===== src/hdl/spu_regfile_pkg.sv =====
// Register-file sizes, field types, issue packet structs and reset preload constants
`default_nettype none

package spu_regfile_pkg;

    // Register file geometry
    localparam int NUM_REGS      = 128;   // Architected vector registers
    localparam int QUAD_BITS     = 128;   // One quadword per register
    localparam int REG_ADDR_BITS = 7;     // log2 of NUM_REGS

    // Instruction field widths
    localparam int OPCODE_BITS = 11;      // Longest opcode form
    localparam int PC_BITS     = 15;      // Odd pipe branch PC

    typedef logic [0:REG_ADDR_BITS-1] reg_addr_t;
    typedef logic [0:QUAD_BITS-1]     quad_t;      // Bit 0 is the MSB, word 0 leftmost
    typedef logic [0:OPCODE_BITS-1]   opcode_t;
    typedef logic [0:PC_BITS-1]       pc_t;

    typedef logic signed [0:6]  imm7_t;
    typedef logic signed [0:9]  imm10_t;
    typedef logic signed [0:15] imm16_t;
    typedef logic signed [0:17] imm18_t;

    // Preload matrix rows, four single-precision floats each
    localparam quad_t PRELOAD_ROW_A  = 128'h3f800000_40000000_40400000_40800000;  // 1 2 3 4
    localparam quad_t PRELOAD_ROW_B1 = 128'h40a00000_40e00000_40a00000_40e00000;  // 5 7 5 7
    localparam quad_t PRELOAD_ROW_B2 = 128'h40c00000_41000000_40c00000_41000000;  // 6 8 6 8

    localparam reg_addr_t PRELOAD_ADDR_ROW_A = 7'd12;  // B1 and B2 follow at 13 and 14

    // Constants parked at the top of the file
    localparam quad_t PRELOAD_CONST_124 = {96'd0, 32'h408ccccd};                 // Scalar in word 3
    localparam quad_t PRELOAD_CONST_125 = 128'h00000001_00000001_00000001_00000001;  // Ones
    localparam quad_t PRELOAD_CONST_126 = 128'd170808406006153739902585569290863280256;
    localparam quad_t PRELOAD_CONST_127 = 128'd170808403787765189503184116671632670848;

    typedef struct packed {
        reg_addr_t ra;
        reg_addr_t rb;
        reg_addr_t rc;
    } operand_addr_t;  // 21 bits

    typedef struct packed {
        quad_t ra_data;
        quad_t rb_data;
        quad_t rc_data;
    } operand_data_t;  // 384 bits

    typedef struct packed {
        logic      wr_en;  // Write strobe from the pipe
        reg_addr_t rt;
        quad_t     data;
    } writeback_t;  // 136 bits

    typedef struct packed {
        opcode_t       opcode;
        reg_addr_t     rt;
        operand_addr_t src;
        imm7_t         imm7;
        imm10_t        imm10;
        imm16_t        imm16;
        imm18_t        imm18;
    } even_instr_t;  // 90 bits

    typedef struct packed {
        opcode_t       opcode;
        reg_addr_t     rt;
        operand_addr_t src;
        imm7_t         imm7;
        imm10_t        imm10;
        imm16_t        imm16;
        imm18_t        imm18;
        pc_t           pc;
        logic          flush;  // Kill request into the odd pipe
    } odd_instr_t;  // 106 bits

    typedef struct packed {
        opcode_t       opcode;
        reg_addr_t     rt;
        imm7_t         imm7;
        imm10_t        imm10;
        imm16_t        imm16;
        imm18_t        imm18;
        operand_data_t operands;
    } even_issue_t;  // 453 bits

    typedef struct packed {
        opcode_t       opcode;
        reg_addr_t     rt;
        imm7_t         imm7;
        imm10_t        imm10;
        imm16_t        imm16;
        imm18_t        imm18;
        operand_data_t operands;
        pc_t           pc;
        logic          flush;
    } odd_issue_t;  // 469 bits

endpackage

`default_nettype wire


===== src/hdl/operand_fetch.sv =====
// Operand fetch stage registering instruction fields and read operands into issue packets
`timescale 1ns/1ns
`default_nettype none

module operand_fetch (
    input  logic                           clk,
    input  logic                           reset,
    input  spu_regfile_pkg::even_instr_t   even_instr,     // From issue
    input  spu_regfile_pkg::odd_instr_t    odd_instr,      // From issue
    output spu_regfile_pkg::operand_addr_t even_src,       // To array read ports
    output spu_regfile_pkg::operand_addr_t odd_src,
    input  spu_regfile_pkg::operand_data_t even_operands,  // Back from array
    input  spu_regfile_pkg::operand_data_t odd_operands,
    output spu_regfile_pkg::even_issue_t   even_issue,     // To even pipe
    output spu_regfile_pkg::odd_issue_t    odd_issue       // To odd pipe
);
    import spu_regfile_pkg::*;

    even_issue_t even_issue_d;  // Packet being assembled this cycle
    odd_issue_t  odd_issue_d;

    // Address side
    // Source fields go straight to the array, data comes back in the same cycle
    assign even_src = even_instr.src;
    assign odd_src  = odd_instr.src;

    // Even packet assembly
    always_comb begin
        even_issue_d.opcode   = even_instr.opcode;
        even_issue_d.rt       = even_instr.rt;      // Destination for later write-back
        even_issue_d.imm7     = even_instr.imm7;
        even_issue_d.imm10    = even_instr.imm10;
        even_issue_d.imm16    = even_instr.imm16;
        even_issue_d.imm18    = even_instr.imm18;
        even_issue_d.operands = even_operands;      // Values before this edge
    end

    // Odd packet assembly
    // Same fields as even plus branch PC and flush
    always_comb begin
        odd_issue_d.opcode   = odd_instr.opcode;
        odd_issue_d.rt       = odd_instr.rt;
        odd_issue_d.imm7     = odd_instr.imm7;
        odd_issue_d.imm10    = odd_instr.imm10;
        odd_issue_d.imm16    = odd_instr.imm16;
        odd_issue_d.imm18    = odd_instr.imm18;
        odd_issue_d.operands = odd_operands;
        odd_issue_d.pc       = odd_instr.pc;        // Carried for branch resolve
        odd_issue_d.flush    = odd_instr.flush;
    end

    // Issue registers
    // One packet per pipe per cycle, overwritten by the next instruction.
    // Fields and operands are captured on the same edge so they stay paired.
    always_ff @(posedge clk) begin
        if (reset) begin
            even_issue <= '0;             // Null op into even pipe
            odd_issue  <= '0;             // Also drops any flush
        end else begin
            even_issue <= even_issue_d;
            odd_issue  <= odd_issue_d;
        end
    end

endmodule

`default_nettype wire


===== config.mk =====
export PLATFORM = sky130hd
export DESIGN_NAME = operand_fetch
export DESIGN_NICKNAME = d
export VERILOG_FILES = /design/src/hdl/spu_regfile_pkg.sv /design/src/hdl/operand_fetch.sv
export SDC_FILE = /design/constraint.sdc
export NUM_CORES = 1
export LEC_CHECK = 0
export BUFFER_PORTS_ARGS = -buffer_cell sky130_fd_sc_hd__clkbuf_2
export CORE_AREA = 10 10 743 745
export CTS_BUF_LIST = sky130_fd_sc_hd__clkbuf_2
export DETAILED_ROUTE_END_ITERATION = 10
export DIE_AREA = 0 0 753 755
export GPL_TIMING_DRIVEN = 0
export PLACE_DENSITY_LB_ADDON = 0.05
export SETUP_SLACK_MARGIN = 0.5
export SKIP_LAST_GASP = 1
export SYNTH_ARGS = -nofsm -noshare
export SYNTH_HDL_FRONTEND = slang
export SYNTH_SLANG_ARGS = --single-unit

===== constraint.sdc =====
create_clock -name clk -period 1 [get_ports clk]
set_input_delay 0.2 -clock clk [delete_from_list [all_inputs] [get_ports clk]]
set_output_delay 0.2 -clock clk [all_outputs]
set_load 0.005 [all_outputs]

==> results.md, run 1 <==
Floorplan:
- The number of I/O pins is ~1,900.
- The starting density of the core is 4.66%.
- The total number of placement rows is roughly 270.
- Measured along the x axis, the die boundary spans 753 um.
- The vertical die dimension is between 700 and 800 um.

Synth:
- The portion of the post-synthesis area used by sequential elements is roughly 74%.
- In this run, synthesis produced a sequential element count of 922.
- The synthesized net count is around 3,000.
- The top cell type by area accounts for between 70% and 80% of the synthesized area.
- By area the synthesized netlist is led by sky130_fd_sc_hd__dfxtp_1, sky130_fd_sc_hd__nor2b_1, sky130_fd_sc_hd__buf_4, sky130_fd_sc_hd__buf_2, sky130_fd_sc_hd__clkbuf_1.
- The mean instance size in the synthesized netlist is ~13 sq um.
- The netlist uses 5 different library cells.
- The cell type with the largest total area after synthesis is sky130_fd_sc_hd__dfxtp_1.
- Counting every instance in the synthesized netlist gives just under 2,000.
- In this run the cell area of the synthesized design comes to about 25,000 sq um.
- The total number of yosys warnings is 0.

Placement:
- Buffers placed on the I/O ports in this run total ~1,900.
- The total half-perimeter wirelength after legalization and detailed placement is roughly 270,000 um.
- The weighted congestion reported at the end of routability-driven placement is around 0.76.
- OpenSTA, run right after detailed placement, puts the worst setup slack at -1240 ps.

Clock network:
- The clock tree root buffer cell is sky130_fd_sc_hd__clkbuf_2.
- Buffers added to address setup during post-CTS repair amount to 0.
- Counting the buffers created by CTS gives ~340.
- The clock net sink count is between 900 and 1,000.
- The post-CTS resize count is approximately 1,400.
- The maximum buffer depth of the clock tree is 4.
- For this design, the CTS-stage hold fixing added about 2,300 buffers.
- The number of levels the H-tree was split into is 5.

Outcome:
- The stage where the run came to a stop is clock tree synthesis (4_1_cts).
- The run stopped with a tool error.
- The first error in the log reads "[ERROR RSZ-0060] Max buffer count reached".
## cells by family after synthesis
kind of cell	synth area share, %
and+or+nand+nor	23.1
buffers and inverters	3.10
DFF	73.8
## Yosys cell counts (all sizes together)
library cell	instances
buf	103
nor2b	922
dfxtp	922
clkbuf	41
## metrics by stage
| stage | utilization (%) | area [sq um] | hold slack (ps) | instances |
|---|---|---|---|---|
| 2_1_floorplan | - | 25800 | 328 | 1988 |
| 3_3_place_gp | 8.25 | 44200 | 412 | 11100 |
| 3_5_place_dp | 8.25 | 44200 | 412 | 11100 |
==> run 2, diff against run 1 <==
--- a/config.mk
+++ b/config.mk
@@ -6,13 +6,11 @@
 export NUM_CORES = 1
 export LEC_CHECK = 0
 export BUFFER_PORTS_ARGS = -buffer_cell sky130_fd_sc_hd__clkbuf_2
-export CORE_AREA = 10 10 743 745
-export CTS_BUF_LIST = sky130_fd_sc_hd__clkbuf_2
+export CORE_AREA = 10 10 733 735
 export DETAILED_ROUTE_END_ITERATION = 10
-export DIE_AREA = 0 0 753 755
+export DIE_AREA = 0 0 743 745
 export GPL_TIMING_DRIVEN = 0
-export PLACE_DENSITY_LB_ADDON = 0.05
-export SETUP_SLACK_MARGIN = 0.5
+export PLACE_DENSITY_LB_ADDON = 0.15
 export SKIP_LAST_GASP = 1
 export SYNTH_ARGS = -nofsm -noshare
 export SYNTH_HDL_FRONTEND = slang
==> constraint.sdc (replaced) <==
create_clock -name clk -period 1.3 [get_ports clk]
set_input_delay 0.26 -clock clk [delete_from_list [all_inputs] [get_ports clk]]
set_output_delay 0.26 -clock clk [all_outputs]
set_load 0.005 [all_outputs]
==> results.md, run 2 <==
Drt:
- The routed length per placed instance is between 20 and 30 um.
- The first TritonRoute pass finished after 7 iterations.
- Dividing the detail-routed via count by the number of cells gives between 2 and 2.5.
- In the detailed route, the total length drawn on met3 is roughly 40,000 um.
- The detail route stage leaves a number of antenna-violating nets equal to 0.
- The wire length on met2 is roughly 150,000 um.
- The post-route met1 wirelength is between 100,000 and 150,000 um.
- The routed wire length is between 300,000 and 400,000 um.
- In this run the top signal layer used is met5.
- The initial detailed-routing violation count is ~1,400.
- The detailed router placed approximately 28,000 vias in this run.
- For this run, design rule violations remaining after detail routing come to 0.

Synth:
- The count of mapped cells out of synthesis came to 1,988 (unchanged).
- The portion of the post-synthesis area used by sequential elements came to 73.8% (unchanged).
- The proportion of netlist area held by the largest area contributor is 73.8% (unchanged).
- The biggest area contributor in the post-synthesis netlist is sky130_fd_sc_hd__dfxtp_1.
- The mean instance size in the synthesized netlist is 12.6 sq um (unchanged).
- The share of async-settable or async-resettable flops after synthesis is 0% (unchanged).
- The commonest cells after synthesis are sky130_fd_sc_hd__dfxtp_1, sky130_fd_sc_hd__nor2b_1, sky130_fd_sc_hd__buf_2, sky130_fd_sc_hd__buf_4, sky130_fd_sc_hd__clkbuf_1.
- The number of distinct library cells after synthesis is 5 (unchanged).
- The total number of yosys warnings is 0 (unchanged).
- The synthesized net count is 2,954 (unchanged).
- The register bit total from synthesis was 922 (unchanged).
- The count of flip-flops with a built-in enable after synthesis is 0 (unchanged).
- Yosys attributes the largest share of cell area to sky130_fd_sc_hd__dfxtp_1, sky130_fd_sc_hd__nor2b_1, sky130_fd_sc_hd__buf_4, sky130_fd_sc_hd__buf_2, sky130_fd_sc_hd__clkbuf_1.
- The most used flip-flop cell after synthesis is sky130_fd_sc_hd__dfxtp_1.
- The mapped cell area is 25,000 sq um (unchanged).

Global route:
- The pin count of the biggest net entering global routing is 12.
- The first global-routing pass estimated around 400,000 um of wire.
- The via count of the first global-routing pass is 30,400.
- Global routing finished with a remaining overflow of 0.
- For this run, the total global-route usage over all layers was measured as between 10% and 20%.
- The initial antenna violation count came to ~300.

Cells and area:
- Fill cells in the final layout number ~60,000.
- The register with the most flip-flops is odd_issue.
- The number of nets in the final layout is 5,930.
- The register with the most flip-flops in the layout has ~470 of them.
- The largest registers in the layout are odd_issue: 469 flops, even_issue: 453 flops.
- The core utilization of the finished layout is around 13%.
- In the layout the commonest cells are sky130_fd_sc_hd__clkbuf_2, sky130_fd_sc_hd__dlygate4sd3_1, sky130_fd_sc_hd__nor2b_1, sky130_fd_sc_hd__dfxtp_2, sky130_fd_sc_hd__buf_8.
- The library cell used most frequently in the layout, excluding fill and tap cells, is sky130_fd_sc_hd__clkbuf_2.
- The cell area after layout is roughly 66,000 sq um.
- The post-route netlist has 58.4% of its cells at a drive strength greater than 1.
- The area growth from synthesis to layout is 162%.

Placement:
- The cell area reported after detailed placement is 43,200 sq um (-2.5%).
- The quantity of I/O buffers inserted on ports was 1,886 (unchanged).
- The total half-perimeter wirelength after legalization and detailed placement is 297,000 um (+10%).
- The post-place setup slack is -1810 ps (-577 ps).
- The weighted congestion reported at the end of routability-driven placement was 0.919 (+21%).

Setup path:
- The critical path goes through clkbuf_16.
- The nature of the critical path startpoint is a flop.
- The data arrival time of the critical path is approximately 1400 ps.
- The highest fanout seen on the critical path is 1.
- The kind of cell with the highest combined delay along the critical path is flip-flops.
- The setup path with the least slack is of type reg2out.
- STA classifies the critical path endpoint as an output port.
- STA puts the critical path data required time at roughly 1000 ps.
- The slowest stage cell on the critical path is sky130_fd_sc_hd__dfxtp_4.
- The number of buffers and inverters on the critical path is 1.
- The stage delay of the slowest cell on the critical path is a little under 400 ps.
- The origin of the worst setup path is odd_issue[42]$_SDFF_PP0_.

STA:
- The worst path uses 130% of the clock period.
- The final max-slew violation count is 0.
- The routed design could run at a clock period as short as about 1700 ps.
- Setup slack on the critical path of the routed design comes to -396 ps.
- The slew of the pin with the lowest slew margin is between 1000 and 1500 ps.
- The final-report setup violation count is between 900 and 1,000.
- The setup TNS is -210,880 ps.
- The worst pin sits at a relative slew slack of 28.3%.
- The final hold violation count is 0.
- Setup repair after global routing could not meet its margin everywhere.
- The upper clock frequency limit is 589 MHz.

Pwr:
- Summed over all cells, the static leakage comes to around 27 nW.
- VDD sags by at most roughly 870 uV.
- The total design power is 85.5 mW.
- For this design the ratio of total power to cell area is 1300 nW/um^2.

Clock network:
- TritonCTS built the clock tree.
- The total CTS buffers is 145 (-58%).
- The maximum buffer depth of the clock tree is 4 (unchanged).
- The clock tree root buffer cell is sky130_fd_sc_hd__clkbuf_16.
- The buffer count from post-CTS setup fixing is 0 (unchanged).
- The number of levels the H-tree was split into was 4 (-1).
- The clock net sink count is 922 (unchanged).
- Clock-pin slew was measured on the worst setup and hold paths at roughly 60 ps.

Floorplan:
- The die width is 743 um (-1.3%).
- The vertical die dimension is 745 um (-1.3%).
- The floorplan step defined a die boundary enclosing approximately 550,000 sq um.
- After floorplanning, the core was sized to cover approximately 520,000 sq um.
- The number of I/O pins is 1,930 (unchanged).
- The total number of placement rows was 266 (-1.1%).
- The starting density of the core is 4.78% (+0.12 points).

Min path:
- The worst hold path startpoint is reset.
- The path category of the worst min-delay check is in2reg.

Outcome:
- The run finished, with violations left.
- The final reports fail on negative setup slack.

Job:
- The tool flagged a number of max-cap violations equal to 0.
==> run 2: final cells by class <==
cell class	count	area, sq um	area share, %
timing repair buffer	2830	25500	39.0
clock inverter	56	807	1.23
tap	6968	8720	13.3
sequential	922	19500	29.8
antenna	115	288	0.439
buffer	143	797	1.22
clock buffer	198	4100	6.26
multi-input combinational	922	5770	8.80
==> run 2: per-stage QoR <==
stage	hold WS, ps	std cells
after floorplan	388	1988
after global placement	472	10800
after detailed placement	472	10800
after CTS	0.225	12000
after global routing	96.6	12100
final	102	12200
==> run 2: path summary, 6_finish.rpt <==
check,to,slack [ps],cells after the start
max,odd_issue[42],-400,1
min,even_issue[442]$_SDFF_PP0_,100,3
==> run 2: what timing repair did <==
| item | CTS | global route |
|---|---|---|
| pin swaps | 0 | 0 |
| cloned | 0 | 0 |
| hold buffers | 944 | 0 |
| setup endpoints to repair | 1318 | 923 |
| endpoints found under the hold margin | 922 | 0 |
| gates resized for setup | 1476 | 1234 |
==> run 2: cell families (layout without fill, tap and decap cells) <==
group,count (synthesis),in the layout,synth area share (%)
buf+inv,144,3227,3.10
flops,922,922,73.8
simple gates,922,922,23.1
other cells,0,115,0
==> run 2: power breakdown <==
part	internal [mW]	total (mW)	switching, mW
registers	30.0	31.0	0.956
clock network	25.0	41.7	16.7
logic	6.72	12.8	6.04
total	61.8	85.5	23.7
==> run 2: layer usage <==
layer  vias up  global-route usage [%]
met2      1864                    18.7
met1     13100                    12.8
met4        66                    3.04
li1      12100                       -
met3       583                    5.97
met5         -                       0
(Power assumes the default switching activity.)
==> run 3, diff against run 2 <==
--- a/config.mk
+++ b/config.mk
@@ -6,6 +6,7 @@
 export NUM_CORES = 1
 export LEC_CHECK = 0
 export BUFFER_PORTS_ARGS = -buffer_cell sky130_fd_sc_hd__clkbuf_2
+export CAP_MARGIN = 20
 export CORE_AREA = 10 10 733 735
 export DETAILED_ROUTE_END_ITERATION = 10
 export DIE_AREA = 0 0 743 745
==> constraint.sdc (replaced) <==
create_clock -name clk -period 1.3 [get_ports clk]
set_input_delay 0.26 -clock clk [delete_from_list [all_inputs] [get_ports clk]]
set_output_delay 0.26 -clock clk [all_outputs]
set_load 0.01 [all_outputs]
==> results.md, run 3 (synthesis gave the netlist of run 2 again) <==
Cells and area:
- The cell area after layout is 67,500 sq um (+3.1%).
- The core utilization of the finished layout came to 12.9% (+0.39 points).
- The number of flip-flops under the largest register name is 469 (unchanged).
- The layout cell share with drive strength beyond 1 is 60.7% (+2.3 points).
- In the layout the commonest cells are sky130_fd_sc_hd__clkbuf_2, sky130_fd_sc_hd__dlygate4sd3_1, sky130_fd_sc_hd__nor2b_1, sky130_fd_sc_hd__dfxtp_2, sky130_fd_sc_hd__buf_8.
- The number of nets in the final layout is 5,925 (-0.084%).
- Compared with the post-synthesis result, the final layout area differs by 170%.
- The largest registers in the layout are odd_issue: 469 flops, even_issue: 453 flops.
- The register with the most flip-flops is odd_issue.
- The library cell used most frequently in the layout, excluding fill and tap cells, is sky130_fd_sc_hd__clkbuf_2.

Drt:
- The number of design rule violations left after detail routing is 0 (unchanged).
- The number of nets still failing antenna checks after routing is 0 (unchanged).
- The routed wire length was 329,000 um (-0.18%).
- The initial detailed-routing violation count is 1,323 (-4.5%).
- The number of vias per cell after detailed routing is 2.28 (+0.14%).
- The routed length per placed instance is 27.1 um (-0.25%).
- The routed via count is 27,700 (+0.21%).
- The detailed-routing iteration count for the pre-antenna-repair pass is 5 (-2).

Placement:
- The weighted congestion reported at the end of routability-driven placement came to 0.919 (unchanged).
- The cell area reported after detailed placement came to 43,200 sq um (about the same).
- The total half-perimeter wirelength after legalization and detailed placement is 297,000 um (about the same).
- The post-place setup slack is -1820 ps (-4.83 ps).
- The quantity of I/O buffers inserted on ports is 1,886 (unchanged).

Floorplan:
- The area of the core was 523,000 sq um (unchanged).
- The total number of placement rows is 266 (unchanged).
- The die width was 743 um (unchanged).
- The number of I/O pins was 1,930 (unchanged).
- The area of the die came to 554,000 sq um (unchanged).
- The vertical die dimension is 745 um (unchanged).
- The starting density of the core is 4.78% (unchanged).

Global route:
- The pin count of the biggest net entering global routing is 12 (unchanged).
- The met2 demand-to-capacity share in global routing came to 18.6% (-0.068 points).
- The global-route wire length before repair is 395,000 um (-0.17%).
- The aggregate global routing overflow is 0 (unchanged).
- The fraction of met1 tracks used by global routing is 12.8% (-0.025 points).
- The initial antenna violation count is 300 (-0.33%).
- The total routing resource utilization after global routing is 11.3% (-0.028 points).
- The via count of the first global-routing pass is 30,300 (-0.26%).
- met2 is the most crowded layer.
- The routing usage on met3 is 6.17% (+0.20 points).

Pwr:
- The maximum vdd ir drop is 885 uV (+1.7%).
- The power per standard cell area came to 1280 nW/um^2 (-1.8%).
- The total design power came to 86.5 mW (+1.3%).
- The leakage power summed over all cells came to 27.4 nW (+2.0%).

Clock network:
- The total CTS buffers is 146 (+0.69%).
- The clock transition at the registers of the reported paths is 60 ps (about the same).
- The clock net sink count is 922 (unchanged).
- The clock tree root buffer cell is sky130_fd_sc_hd__clkbuf_16.
- The maximum buffer depth of the clock tree is 4 (unchanged).
- The number of levels the H-tree was split into came to 4 (unchanged).
- The clock tree from TritonCTS is done.

Min path:
- The path category of the worst min-delay check is in2reg.

STA:
- The setup TNS is -209,290 ps (+1590 ps).
- The final hold violation count is 0 (unchanged).
- The slew of the pin with the lowest slew margin is 1140 ps (+64.6 ps).
- The setup slack of the critical path after layout is -393 ps (+3.60 ps).
- The relative slew slack is 24.0% (-4.3 points).
- The minimum clock period was 1690 ps (-3.60 ps).
- The final max-slew violation count is 0 (unchanged).
- The final period utilization is 130% (-0.28 points).
- Setup repair after global routing could not meet its margin everywhere.
- The final-report setup violation count is 925 (-0.11%).
- The upper clock frequency limit was 591 MHz (+0.21%).

Setup path:
- The last element of the critical path is odd_issue[39].
- The data arrival time of the critical path is 1430 ps (about the same).
- The most critical setup path has its startpoint at odd_issue[39]$_SDFF_PP0_.
- The number of gates on the worst path with buffers counted came to 1 (unchanged).
- The top cell family by delay on the critical path is flip-flops.
- The slowest stage cell on the critical path is sky130_fd_sc_hd__dfxtp_4.
- The stage delay of the slowest cell on the critical path is 390 ps (about the same).
- The highest fanout seen on the critical path is 1 (unchanged).
- The critical path goes through clkbuf_16.
- The worst setup path is launched from a flop.
- The required time of the critical path came to 1040 ps (about the same).
- The buffer and inverter count on the worst path is 1 (unchanged).
- The setup path with the least slack is of type reg2out.
- The worst setup path is captured at an output port.

Outcome:
- The flow ran to the end, but the final reports show violations.
- The final reports fail on negative setup slack.

Job:
- The number of maximum-capacitance violations is 0 (unchanged).
-- run 3: cell count changes in the layout (fill, tap and decap cells not counted), moves of 23 or more --
cell | previous run | this run
sky130_fd_sc_hd__dfxtp_2 | 698 | 808
sky130_fd_sc_hd__buf_6 | 249 | 183
sky130_fd_sc_hd__clkbuf_16 | 192 | 215
sky130_fd_sc_hd__dfxtp_1 | 178 | 66
sky130_fd_sc_hd__clkbuf_2 | 1004 | 967
sky130_fd_sc_hd__buf_8 | 417 | 613
sky130_fd_sc_hd__buf_2 | 230 | 119
-- run 3: timing repair --
item                       4_1_cts  5_1_grt
hold buffers                   937        0
buffers inserted                 0        0
pin swaps                        0        0
hold endpoints to repair       922        0
resized for setup             2000     1228
setup endpoints to repair     1331      924
-- run 3: stage by stage --
step           hold slack (ps)  instances
2_1_floorplan              388       1988
3_3_place_gp               472      10800
3_5_place_dp               472      10800
4_1_cts                  0.562      12000
6_report                  93.8      12200
5_1_grt                   81.1      12100
-- run 3: final cells by class --
| cell class | instances | area, sq um |
|---|---|---|
| clock inverter | 57 | 726 |
| fill | 59500 | 455000 |
| buffer | 143 | 793 |
| multi-input combinational | 922 | 5770 |
| antenna | 125 | 313 |
| timing repair buffer | 2824 | 27400 |
| tap | 6968 | 8720 |
| sequential | 922 | 19600 |
| clock buffer | 202 | 4170 |
-- run 3: where the power goes --
part	switching [mW]	internal [mW]	total (mW)	leakage, nW
registers	1.08	30.1	31.1	7.93
logic	6.66	7.31	14.0	17.1
clock network	16.4	25.1	41.4	2.38
-- run 3: worst min path at each step --
stage	slack, ps	startpoint	to	depth (start not counted)
detailed placement	470	even_operands[191]	even_issue[191]$_SDFF_PP0_	2
finish	90	reset	even_issue[444]$_SDFF_PP0_	3
CTS	0.6	reset	even_issue[387]$_SDFF_PP0_	3
global placement	470	odd_operands[27]	odd_issue[43]$_SDFF_PP0_	2
global route	80	reset	even_issue[380]$_SDFF_PP0_	3
floorplan	390	even_operands[0]	even_issue[0]$_SDFF_PP0_	1
-- run 3: metal layers --
| layer | vias to the layer above | part of all wire (%) | routed length (um) |
|---|---|---|---|
| met3 | 532 | 12 | 40800 |
| li1 | 12100 | - | - |
| met5 | - | 0.14 | 448 |
| met4 | 68 | 3.0 | 9730 |
| met1 | 13200 | 38 | 127000 |
| met2 | 1859 | 46 | 152000 |
